### src/rename_macros.svh
`ifndef RENAME_MACROS_SVH
`define RENAME_MACROS_SVH

// sizes of the physical register file.
`define RN_PHYS_REGS 256
`define RN_TAG_W 8

// architectural register space, x0 to x31.
`define RN_ARCH_REGS 32
`define RN_ARCH_W 5

// width of one register data word.
`define RN_DATA_W 32

`endif
### src/rename_pkg.sv
`include "rename_macros.svh"

package rename_pkg;

    // tag naming one of the physical registers.
    typedef logic [`RN_TAG_W-1:0] phys_tag_t;

    // index of an architectural register, x0 being the hardwired zero.
    typedef logic [`RN_ARCH_W-1:0] arch_idx_t;

    // one register data word as written back by the execution units.
    typedef logic [`RN_DATA_W-1:0] data_t;

endpackage

### src/rename_table.sv
`include "rename_macros.svh"

module rename_table (
    input  logic                  clk,
    input  logic                  reset,
    input  rename_pkg::arch_idx_t src1_arch,
    input  rename_pkg::arch_idx_t src2_arch,
    input  rename_pkg::arch_idx_t dst_arch,
    input  logic                  remap,
    input  rename_pkg::phys_tag_t new_tag,
    output rename_pkg::phys_tag_t src1_tag,
    output rename_pkg::phys_tag_t src2_tag,
    output rename_pkg::phys_tag_t old_tag
);

    // current physical home of each architectural register.
    rename_pkg::phys_tag_t map [0:`RN_ARCH_REGS-1];

    // lookups see the mapping from before this cycle's remap.
    assign src1_tag = map[src1_arch];
    assign src2_tag = map[src2_arch];
    assign old_tag  = map[dst_arch];              // handed on so commit can free it later.

    always_ff @(posedge clk) begin
        if (reset) begin
            for (int i = 0; i < `RN_ARCH_REGS; i++) begin
                map[i] <= rename_pkg::phys_tag_t'(i);   // identity mapping.
            end
        end else if (remap) begin
            // remap is never raised for x0, so entry 0 keeps tag 0.
            map[dst_arch] <= new_tag;
        end
    end

endmodule

### config.mk
export PLATFORM = sky130hd
export DESIGN_NAME = rename_table
export DESIGN_NICKNAME = d
export VERILOG_FILES = /design/src/rename_pkg.sv /design/src/rename_table.sv
export VERILOG_INCLUDE_DIRS = /design/src
export SDC_FILE = /design/constraint.sdc
export NUM_CORES = 1
export LEC_CHECK = 0
export ABC_AREA = 0
export BUFFER_PORTS_ARGS = -buffer_cell sky130_fd_sc_hd__buf_4
export CORE_MARGIN = 4
export CORE_UTILIZATION = 55
export DETAILED_ROUTE_END_ITERATION = 8
export GPL_ROUTABILITY_DRIVEN = 0
export PLACE_DENSITY = 0.72
export SLEW_MARGIN = 20
export SYNTH_ARGS = -nofsm -noshare
export SYNTH_HDL_FRONTEND = slang
export SYNTH_SLANG_ARGS = --single-unit
### constraint.sdc
create_clock -name clk -period 2.35 [get_ports clk]
set_input_delay 0 -clock clk [delete_from_list [all_inputs] [get_ports clk]]
set_output_delay 0 -clock clk [all_outputs]
set_load 0.02 [all_outputs]
* Word-level counts from Yosys, hierarchy flattened
Memories as Yosys holds them, arrays and structs flattened.
Index checks and enable logic that the tools add are counted.
** Cells by class
- Muxes and demuxes :: 8
- Reduce and logical (&&, ||, !) cells :: 1
** Operator list (number)
- $mux 8 :: 1
- $reduce_or 8->1 :: 1
- $mux 1 :: 6
- $mux 5 :: 1
** Word-level totals
- Register bits :: 0
- Bits in writable memories :: 256
- Input bits :: 26
- Word-level logic and storage cells :: 10
- Memories :: 1
** Memories
- map :: depth 32, width 8, read ports 3, clocked after Yosys merged registers in 0, write ports 32, RTL line rename_table.sv:17 : rename_pkg::phys_tag_t map [0:`RN_ARCH_REGS-1];

* Logic depth before layout (Yosys ltp)
- Word-level depth :: 5
- Depth in mapped cells :: 6
- Gate-level depth less buffers :: 3

* Worst setup path before layout
OpenSTA, ideal clock, no wires.
- Path kind :: input-to-output
- Start point :: input port src1_arch[2]
- End point :: output port src1_tag[0]
- Arrival time :: 1795 ps
- Data required time :: 2350 ps
- Slack :: 555 ps
- Stages on the path :: 5
- Buffers on the path :: 2
- Cell sequence :: clkbuf_1 buf_1 mux4_2 mux4_2 mux2_2
** Between the ends
- Word-level cells in the longest chain between the ends :: 1
** RTL lines
- start: declaration :: RTL line rename_table.sv:6 : input rename_pkg::arch_idx_t src1_arch,
- $mem_v2 32x8
- end: declaration :: RTL line rename_table.sv:11 : output rename_pkg::phys_tag_t src1_tag,
No other way between the ends.

==> results.sh <==
export IMPL_status="complete, but fails checks"
export IMPL_violations="negative setup slack"
export IMPL_avgSynthCellArea_um2=16.0
export IMPL_largest_register="map"
export IMPL_synth_adder_area_share_pct=0
export IMPL_synth_fp_nets=1008
export IMPL_reg_largest_list="map x256"
export IMPL_p_int_w=0.00883
export IMPL_numPortBuffers=49
export IMPL_dr_total_vias=10400
export IMPL_final_cell_mix="256 x edfxtp_1, 224 x mux4_2, 176 x and2_1, 81 x or3_1, 55 x buf_4"
export IMPL_floorplan_initialDensity_pct=56.2
export IMPL_rsz0062_at_grt="yes"
export IMPL_crit_path_end_kind="output pin"
export IMPL_cts_hold_buf=0
export IMPL_slew_headroom_pct=60.3
export IMPL_synth_xor_area_share_pct=0
export IMPL_clock_sinks=256
export IMPL_drive_above_1_share_pct=40.4
export IMPL_viasPerCell=7.46
export IMPL_final_period_utilization_pct=108
export IMPL_die_area_mm2=0.0314
export IMPL_cts_htree_levels=1
export IMPL_crit_fanout=3
export IMPL_synth_compound_area_share_pct=1.52
export IMPL_synthToLayoutAreaGrowth_pct=11.9
export IMPL_clockPowerShare_pct=36.6
export IMPL_finalHoldViolCount=0
export IMPL_instances_no_fill=1388
export IMPL_layout_nets=1017
export IMPL_synthCells=982
export IMPL_ir_drop_mv=0.473
export IMPL_boundaryPins=50
export IMPL_antenna_found_initial=1
export IMPL_dp_hpwl_um=34500
export IMPL_cp_common_cell="mux4_2"
export IMPL_post_route_util_pct=62.9
export IMPL_hold_depth=2
export IMPL_clk_pin_slew_ps=60
export IMPL_power_density_mw_per_mm2=677
export IMPL_synthSimpleGateAreaFrac_pct=13.5
export IMPL_drtIter0Drc=1835
export IMPL_cp_slowest_cell="mux4_2"
export IMPL_max_stage_delay_ps=550
export IMPL_post_place_ws_ps=378
export IMPL_core_area_mm2=0.0280
export IMPL_std_cell_rows=61
export IMPL_ys_warn_count=0
export IMPL_syn_area_mm2=0.0158
export IMPL_drtAntennaViolNets=0
export IMPL_setup_violations=16
export IMPL_grt_start_max_net_pins=65
export IMPL_drc=0
export IMPL_startpoint_type="flop"
export IMPL_n_antenna_cell=0
export IMPL_yosys_area_top_type="edfxtp_1"
export IMPL_tightest_slew_ps=594
export IMPL_path_class="flop to output pin"
export IMPL_swShare_pct=26.0
export IMPL_hold_start="reset"
export IMPL_path_cells="mux4_2, mux4_2, mux2_4, buf_6"
export IMPL_hp_class="primary input to flop"
export IMPL_cts_tree="yes"
export IMPL_design_area_mm2=0.0176
export IMPL_synth_mux_area_fraction_pct=33.2
export IMPL_placed_cells=1338
export IMPL_final_common_cell="edfxtp_1"
export IMPL_maxCapViolations=0
export IMPL_p_seq_share_pct=46.5
export IMPL_grt_first_pass_wirelength_um=71000
export IMPL_cts_root_buffer="clkbuf_16"
export IMPL_die_y_um=177
export IMPL_clock_path_buffers=3
export IMPL_post_route_min_period_ps=2530
export IMPL_cp_required_ps=2350
export IMPL_comb_power_share_pct=16.9
export IMPL_placed_area_mm2=0.0166
export IMPL_hold_slack_ps=24.5
export IMPL_synth_top_family_by_area="multiplexers"
export IMPL_grt_pass1_vias=9941
export IMPL_critical_path_arrival_ps=2530
export IMPL_largest_reg_flops=256
export IMPL_wire_per_inst_um=35.0
export IMPL_postRouteWirelength_um=48500
export IMPL_seq_area_frac_synth_pct=48.8
export IMPL_crit_buf_inv=1
export IMPL_dr_pass1_iters=5
export IMPL_finalMaxSlewViolations=0
export IMPL_track_usage_pct=31.6
export IMPL_path_delay_family="multiplexers"
export IMPL_p_leak_nw=5.80
export IMPL_yosys_top_cells_area="edfxtp_1 49%, mux4_2 32%, and2_1 7.0%, or3_1 3.2%, a22oi_1 1.5%"
export IMPL_timing_final_ws_setup_ps=-178
export IMPL_grt_overflow_total=0
export IMPL_ys_types=24
export IMPL_fmax_ghz=0.396
export IMPL_p_sw_w=0.00311
export IMPL_chipWidth_um=177
export IMPL_holdPathEnd="map[28][0]"
export IMPL_ys_ff_latch=256
export IMPL_yosysTopAreaCellShare_pct=48.8
export IMPL_cts_buffers=27
[how the worst max path moves through the flow]
| stage | start | endpoint | slack [ps] | depth (start not counted) |
|---|---|---|---|---|
| 2_1_floorplan | src1_arch[2] | src1_tag[0] | 560 | 5 |
| 3_3_place_gp | src2_arch[1] | src2_tag[7] | 390 | 6 |
| 3_5_place_dp | dst_arch[0] | map[28][5] | 380 | 5 |
| 4_1_cts | map[29][7] | src1_tag[7] | -160 | 4 |
| 5_1_grt | map[22][7] | src2_tag[7] | -200 | 4 |
| 6_report | map[28][5] | src1_tag[5] | -180 | 4 |
[cells by family after synthesis]
group	Yosys count
buf+inv	106
compound gates	32
simple gates	348
flops	256
mux	240
[through the flow]
| step | power (W) | setup TNS, ps |
|---|---|---|
| finish | 0.0119 | -2310 |
| global route | 0.0122 | -2560 |
| CTS | 0.0119 | -2050 |
| detailed placement | 0.00752 | 0 |
| global placement | 0.00749 | 0 |
| floorplan | 0.00675 | 0 |
[power by group through the flow]
stage / Sequential (W) / Clock [W] / Combinational [W]
after CTS: 0.00553 / 0.00437 / 0.00197
after global routing: 0.00556 / 0.00459 / 0.00208
after floorplan: 0.00547 / 0 / 0.00128
final: 0.00555 / 0.00437 / 0.00202
after detailed placement: 0.00562 / 0 / 0.00189
after global placement: 0.00561 / 0 / 0.00189
[synthesized netlist by cell type]
cell type / n
or3_1: 81
nand3b_1: 3
or2_2: 32
buf_2: 8
buf_6: 2
nand3_1: 1
and3_1: 1
mux4_2: 224
nand4bb_1: 2
edfxtp_1: 256
nand4_1: 8
nand4b_1: 1
and3b_1: 3
or3b_2: 3
nor2_1: 32
a22oi_1: 32
nor3_1: 1
clkbuf_1: 62
nor3b_1: 3
or4b_2: 1
mux2_2: 16
buf_4: 12
and2_1: 176
buf_1: 22
[cell type report]
class | count | area (µm²)
repair buffers | 86 | 893
multi-input cells | 620 | 7680
fillers | 2035 | 10400
clock inverters | 19 | 208
flip-flops and latches | 256 | 7690
well taps | 378 | 473
clock buffers | 29 | 683
[per-layer routing]
layer  track usage (%)  vias to the layer above  share of wire [%]
li1                  -                     4040                  -
met1              46.7                     5313                 37
met2              46.7                      905                 45
met3              9.91                      101                 15
met4              7.41                        0                3.0
met5                 0                        -                  0
[what timing repair did]
action | 4_1_cts | 5_1_grt
setup endpoints to repair | 17 | 19
gates cloned | 0 | 0
setup buffers | 1 | 1
pin swaps | 1 | 3
gates resized for setup | 28 | 9
No activity file was read; power rests on OpenSTA's default activity.
