### src/rename_macros.svh
`ifndef RENAME_MACROS_SVH
`define RENAME_MACROS_SVH

// sizes of the physical register file.
`define RN_PHYS_REGS 256
`define RN_TAG_W 8

// architectural register space, x0 to x31.
`define RN_ARCH_REGS 32
`define RN_ARCH_W 5

// width of one register data word.
`define RN_DATA_W 32

`endif
### src/rename_pkg.sv
`include "rename_macros.svh"

package rename_pkg;

    // tag naming one of the physical registers.
    typedef logic [`RN_TAG_W-1:0] phys_tag_t;

    // index of an architectural register, x0 being the hardwired zero.
    typedef logic [`RN_ARCH_W-1:0] arch_idx_t;

    // one register data word as written back by the execution units.
    typedef logic [`RN_DATA_W-1:0] data_t;

endpackage

### src/free_list.sv
`include "rename_macros.svh"

module free_list (
    input  logic                  clk,
    input  logic                  reset,
    input  logic                  alloc,
    input  logic                  release_en,
    input  rename_pkg::phys_tag_t release_tag,
    output rename_pkg::phys_tag_t head_tag,
    output logic                  empty
);

    // tags 0 to 31 start out mapped, the rest start out free.
    localparam int DEPTH = `RN_PHYS_REGS - `RN_ARCH_REGS;
    localparam int PTR_W = $clog2(DEPTH);
    localparam int CNT_W = $clog2(DEPTH + 1);

    rename_pkg::phys_tag_t mem [0:DEPTH-1];
    logic [PTR_W-1:0]      rd_ptr;
    logic [PTR_W-1:0]      wr_ptr;
    logic [CNT_W-1:0]      count;
    logic                  full;
    logic                  pop;
    logic                  push;

    function automatic logic [PTR_W-1:0] next_ptr(input logic [PTR_W-1:0] ptr);
        if (ptr == PTR_W'(DEPTH - 1)) begin
            return '0;                            // the buffer is not a power of two deep.
        end
        return ptr + 1'b1;
    endfunction

    assign empty    = (count == '0);
    assign full     = (count == CNT_W'(DEPTH));
    assign head_tag = mem[rd_ptr];                // oldest free tag is offered first.

    assign pop  = alloc && !empty;
    assign push = release_en && !full;            // a full list cannot take more tags back.

    always_ff @(posedge clk) begin
        if (reset) begin
            for (int i = 0; i < DEPTH; i++) begin
                mem[i] <= rename_pkg::phys_tag_t'(i + `RN_ARCH_REGS);
            end
            rd_ptr <= '0;
            wr_ptr <= '0;                         // full, so the tail wraps onto the head.
            count  <= CNT_W'(DEPTH);
        end else begin
            if (push) begin
                mem[wr_ptr] <= release_tag;
                wr_ptr      <= next_ptr(wr_ptr);
            end
            if (pop) begin
                rd_ptr <= next_ptr(rd_ptr);
            end
            // a simultaneous push and pop leave the count unchanged.
            if (push && !pop) begin
                count <= count + 1'b1;
            end else if (pop && !push) begin
                count <= count - 1'b1;
            end
        end
    end

endmodule

### config.mk
export PLATFORM = sky130hd
export DESIGN_NAME = free_list
export DESIGN_NICKNAME = d
export VERILOG_FILES = /design/src/rename_pkg.sv /design/src/free_list.sv
export VERILOG_INCLUDE_DIRS = /design/src
export SDC_FILE = /design/constraint.sdc
export NUM_CORES = 2
export LEC_CHECK = 0
export BUFFER_PORTS_ARGS = -buffer_cell sky130_fd_sc_hd__buf_2
export CORE_MARGIN = 1.5
export CORE_UTILIZATION = 40
export DETAILED_ROUTE_END_ITERATION = 8
export HOLD_SLACK_MARGIN = 0.15
export MAX_ROUTING_LAYER = met4
export SLEW_MARGIN = 20
export SYNTH_ARGS = -nofsm -noshare
export SYNTH_HDL_FRONTEND = slang
export SYNTH_SLANG_ARGS = --single-unit
### constraint.sdc
create_clock -name clk -period 3.4 [get_ports clk]
set_input_delay 0.51 -clock clk [delete_from_list [all_inputs] [get_ports clk]]
set_output_delay 0.51 -clock clk [all_outputs]
set_load 0.01 [all_outputs]
# == Word level (Yosys, flattened, before mapping) ==
# Memory sizes are Yosys's and may differ from the RTL's. A register that Yosys moved wholly into a read port is not among the register bits.
# Cells that the tools add are included.
# word_totals
ff_bits,24
latch_bits,0
ram_bits,1792
mem_bits_ro,0
input_bits,12
output_inout_bits,9
wordCells,44
memories,1
# mem_list
memory,words,word_bits,read_ports,rd_ports_with_merged_regs,wr,line,source
mem,224,8,1,1,224,free_list.sv:18,rename_pkg::phys_tag_t mem [0:DEPTH-1];
# classes
n_addsub,4
n_mul,0
div,0
order_cmp,0
eq_ne,3
n_shift,0
mux,22
bitwise_logic,0
reduce_logical,11
# ops
op,n
$mux W8,10
$add A8 B1 Y8 const B,3
$eq A8 B8 Y1 const B,3
$mux W1,12
$logic_not A8 Y1,1
$reduce_or A8 Y1,1
$sub A8 B1 Y8 const B,1
$logic_and A1 B1 Y1,4
$logic_not A1 Y1,4
$reduce_bool A2 Y1,1

# == Depth between registers and ports, before layout ==
# depth
word_depth,8
depth_mapped,14
ltp_nobuf,14

# == Least setup slack after synthesis ==
# No wires, ideal clock.
# synth_path
kind,reg-to-reg
start,register count[1]
end,register count[7]
setup_ps,72
arrival_time_ps,3424
required_ps,3328
slack_ps,-96
stages_incl_launch_ff,15
path_buffers,0
synth_period_minus_slack_ps,3496
cell_sequence,dfxtp_1 -> or4_1 -> nor3_1 -> nor2b_1 -> inv_1 -> ha_1 -> inv_1 -> ha_1 -> a21o_1 -> a21oi_1 -> o21bai_1 -> a2111oi_0 -> nor3_1 -> mux2i_1 -> mux2i_1
# synth_via
elab_chain_len,6
elab_cells_between_ends,15
classes_between,add/sub (2); eq/ne (1); mux (2); reduce/logical (10)
# synth_lines
element,line,source
from (decl),free_list.sv:21,logic [CNT_W-1:0] count;
from (signal assigned),free_list.sv:47,count <= CNT_W'(DEPTH);
from (signal assigned),free_list.sv:58,count <= count + 1'b1;
from (signal assigned),free_list.sv:60,count <= count - 1'b1;
$logic_not A8 Y1 *,free_list.sv:33,assign empty = (count == '0);
net empty,free_list.sv:10,output logic empty
$logic_not A1 Y1 *,free_list.sv:37,assign pop = alloc && !empty;
$logic_and A1 B1 Y1 *,free_list.sv:37,
$logic_not A1 Y1,free_list.sv:57,if (push && !pop) begin
$logic_and A1 B1 Y1,free_list.sv:57,
$mux W8 / $reduce_bool A2 Y1 (equally long branches),n/a,
# Mark *: on every way through the listed nets, which the timed path passes. The rest lies on a longest branch. The select of a mux whose other input is x is not followed.
# A chain may end at the register's enable or synchronous reset.

==> impl_metrics.ini <==
[logic_synthesis]
synth.distinct_cells = 48
synth-edff-count = 2048
ys_seq_area_share_pct = 67.06
synth_area_leaders = edfxtp_1, mux4_2, and3_1, or3_1, nand2_1
synthFlopType = edfxtp_1
synth_nets = 6140
avgSynthCellArea_um2 = 15.15
synthCells = 6115
synth_top_area_share_pct = 66.37
yosysMostFrequentCell = edfxtp_1
syn_area_um2 = 92660
yosys.area.top_type = edfxtp_1
ys_ff_latch = 2080
async_flop_share_pct = 0
ys_warn_count = 0
synthTopCellsByCount = edfxtp_1, nand2_1, nor2_1, mux4_2, clkbuf_1

[global_route]
grt_pass1_vias = 57690
grtUsageTotal_pct = 25.98
grt_max_degree = 116
grt-ovfl-total = 0
antenna_found_initial = 24
grt_pass1_wl_um = 426400

[critical_path]
path_buf_inv = 7
slowest_stage = mux4_2
start_kind = register
critical_path_class = register to output port
path_delay_family = multiplexers
cp_max_fo = 6
max_stage_delay_ps = 530
cp.required_ps = 2890
crit_chain = buf_12 -> buf_12 -> buf_16 -> buf_16 -> buf_6 -> mux4_2 -> mux4_2 -> mux2i_1 -> buf_4 -> a21oi_2 -> nor3_2 -> nor3_4 -> buf_2
cp-end-kind = output port
cp.arrival_ps = 3890

[timing]
hold_violations = 0
skew_ps = 45.95
fin_crit_sh_pct = 129.5
rsz0062_at_grt = true
setup_ws_ps = -1002
max_slew_margin_pct = 26.46
worst_pin_slew_ps = 1099
slew_viol_final = 0
setup_viol = 8
fin_crit_ps = 4402
max_clock_freq_ghz = 0.2272

[final_layout]
syn2layout_area_growth_pct = 18.00
fin_cells = 9610
num-fill-cells = 19440
nets = 6421
drive_above_1_share_pct = 26.04

[pwr]
power.density_nw_per_um2 = 540.9
finalPower_mw = 59.14
vdd_drop_max_uv = 478.0
leakage_nw = 37.02

[die]
ioPinCount = 21
die-area_um2 = 234500
rows = 176
core_um2 = 230100
initial_core_util_pct = 40.26
dieHeight_um = 484.3
die_x_um = 484.3

[status]
status = complete, but fails checks
violations = setup timing

[route]
drt.antenna.violating_nets = 0
vias = 58920
routed_wl_um = 300000
drt-initial-drc-count = 8767
dr.pass1.iters = 8
avgViaCountPerCell = 6.131
wl_per_cell_um = 31.22
remaining_drc_errors = 0

[cts]
cts_root_buf = clkbuf_16
htree_levels = 4
clk_latency_ps = 870
clk_pin_slew_ps = 60
cts_max_path_buffers = 3
clkSinkCount = 2080
numCtsBuffers = 214
tritoncts = yes

[place]
dp_hpwl_um = 190900
port-buffer-count = 20
gp_congestion = 0.8988
dp.cells = 9159

[min_path]
hold_class = primary input to register

[run]
drv_cap = 0
## placed cells by master (no fill, tap or decap), types with 37 or more instances in the layout
master / netlist / final
and3_1: 488 / 483
a22oi_1: 87 / 78
clkbuf_16: 0 / 221
clkinv_1: 0 / 56
buf_4: 44 / 505
mux4_2: 530 / 530
buf_12: 0 / 163
a21o_1: 225 / 225
mux2i_1: 109 / 102
nand2_1: 637 / 621
nor2_1: 535 / 501
edfxtp_1: 2048 / 2048
clkinv_2: 0 / 37
or3_1: 427 / 424
clkbuf_1: 521 / 55
## stage by stage
step / TNS, ps / util, % / cell area (um^2) / hold slack [ps] / worst slack [ps]
finish: -7769 / 47.51 / 109300 / 197.8 / -1002
global route: -8328 / 47.51 / 109300 / 173.9 / -1080
CTS: -8038 / 47.43 / 109100 / 154.0 / -1035
detailed placement: -5376 / 43.94 / 101100 / 507.8 / -1058
global placement: -5522 / 43.94 / 101100 / 470.4 / -1049
floorplan: 0 / - / 92660 / 467.7 / 5.108
## worst reg2reg max path, cell delays in order, from the launching register on
cell and delay [ps]:
dfxtp_1 310, or4_4 560, buf_4 160, nor3_4 160, nor2b_1 90, inv_1 80, ha_2 180, inv_1 70
buf_4 150, fa_2 350, a21o_1 170, a21oi_2 150, o21bai_1 70, a21oi_1 160, xor2_1 170, nor2_1 60
a211o_1 220
## state kept, by name (all words and copies together) (netlist names), named ones only
name    cells
count       8
mem      2048
wr_ptr      8
rd_ptr      8
## power breakdown
group | switching, mW | leakage, nW | internal, mW
registers | 0.342 | 19.9 | 29.2
clock network | 10.3 | 3.27 | 12.7
logic | 3.65 | 13.8 | 3.01
## repair_timing
action,CTS,global route
setup buffers,40,3
pin swaps,28,21
hold endpoints to repair,2,0
hold buffers,2,0
resized for setup,149,31
gates cloned,10,1
endpoints found under the setup margin,10,10
## cell type report
cell class,count,area [um^2],share of cell area [%]
Antenna cell,5,12.51,0.01144
Clock buffer,275,5712,5.224
Clock inverter,124,1020,0.9326
Inverter,8,30.03,0.02746
Multi-Input combinational cell,3354,28500,26.07
Sequential cell,2080,62160,56.85
Tap cell,3026,3786,3.463
Timing Repair Buffer,738,8118,7.425
## cells by family (layout without fill, tap and decap cells)
logic type	Yosys count	after routing	synth area share, %
flip-flops	2080	2080	67.06
multiplexers	639	639	14.06
XOR/XNOR	18	18	0.1701
adder cells (fa/ha/maj)	13	13	0.1836
AND/OR/NAND/NOR	2212	2212	11.70
buffers and inverters	681	1145	3.169
AO/OA/AOI/OAI	472	472	3.654
other	0	5	0
## routing by layer
metal  vias to the layer above  global-route usage [%]  wire length [um]
li1                      24130                       -                 -
met1                     30570                   35.84            117500
met2                      3678                   39.20            138300
met3                       544                   4.895             34630
met4                         0                   7.710              9548
met5                         -                       -                 0
## worst paths after layout
kind	startpoint	end	slack, ps	cells past startpoint
max	register	head_tag[2]	-1000	13
max reg2reg	count[2]	count[6]	170	16
min reg2reg	count[6]	count[6]	540	1
min	release_tag[1]	mem[250][1]	200	1
Note: power is estimated with default switching activity, not from simulation.
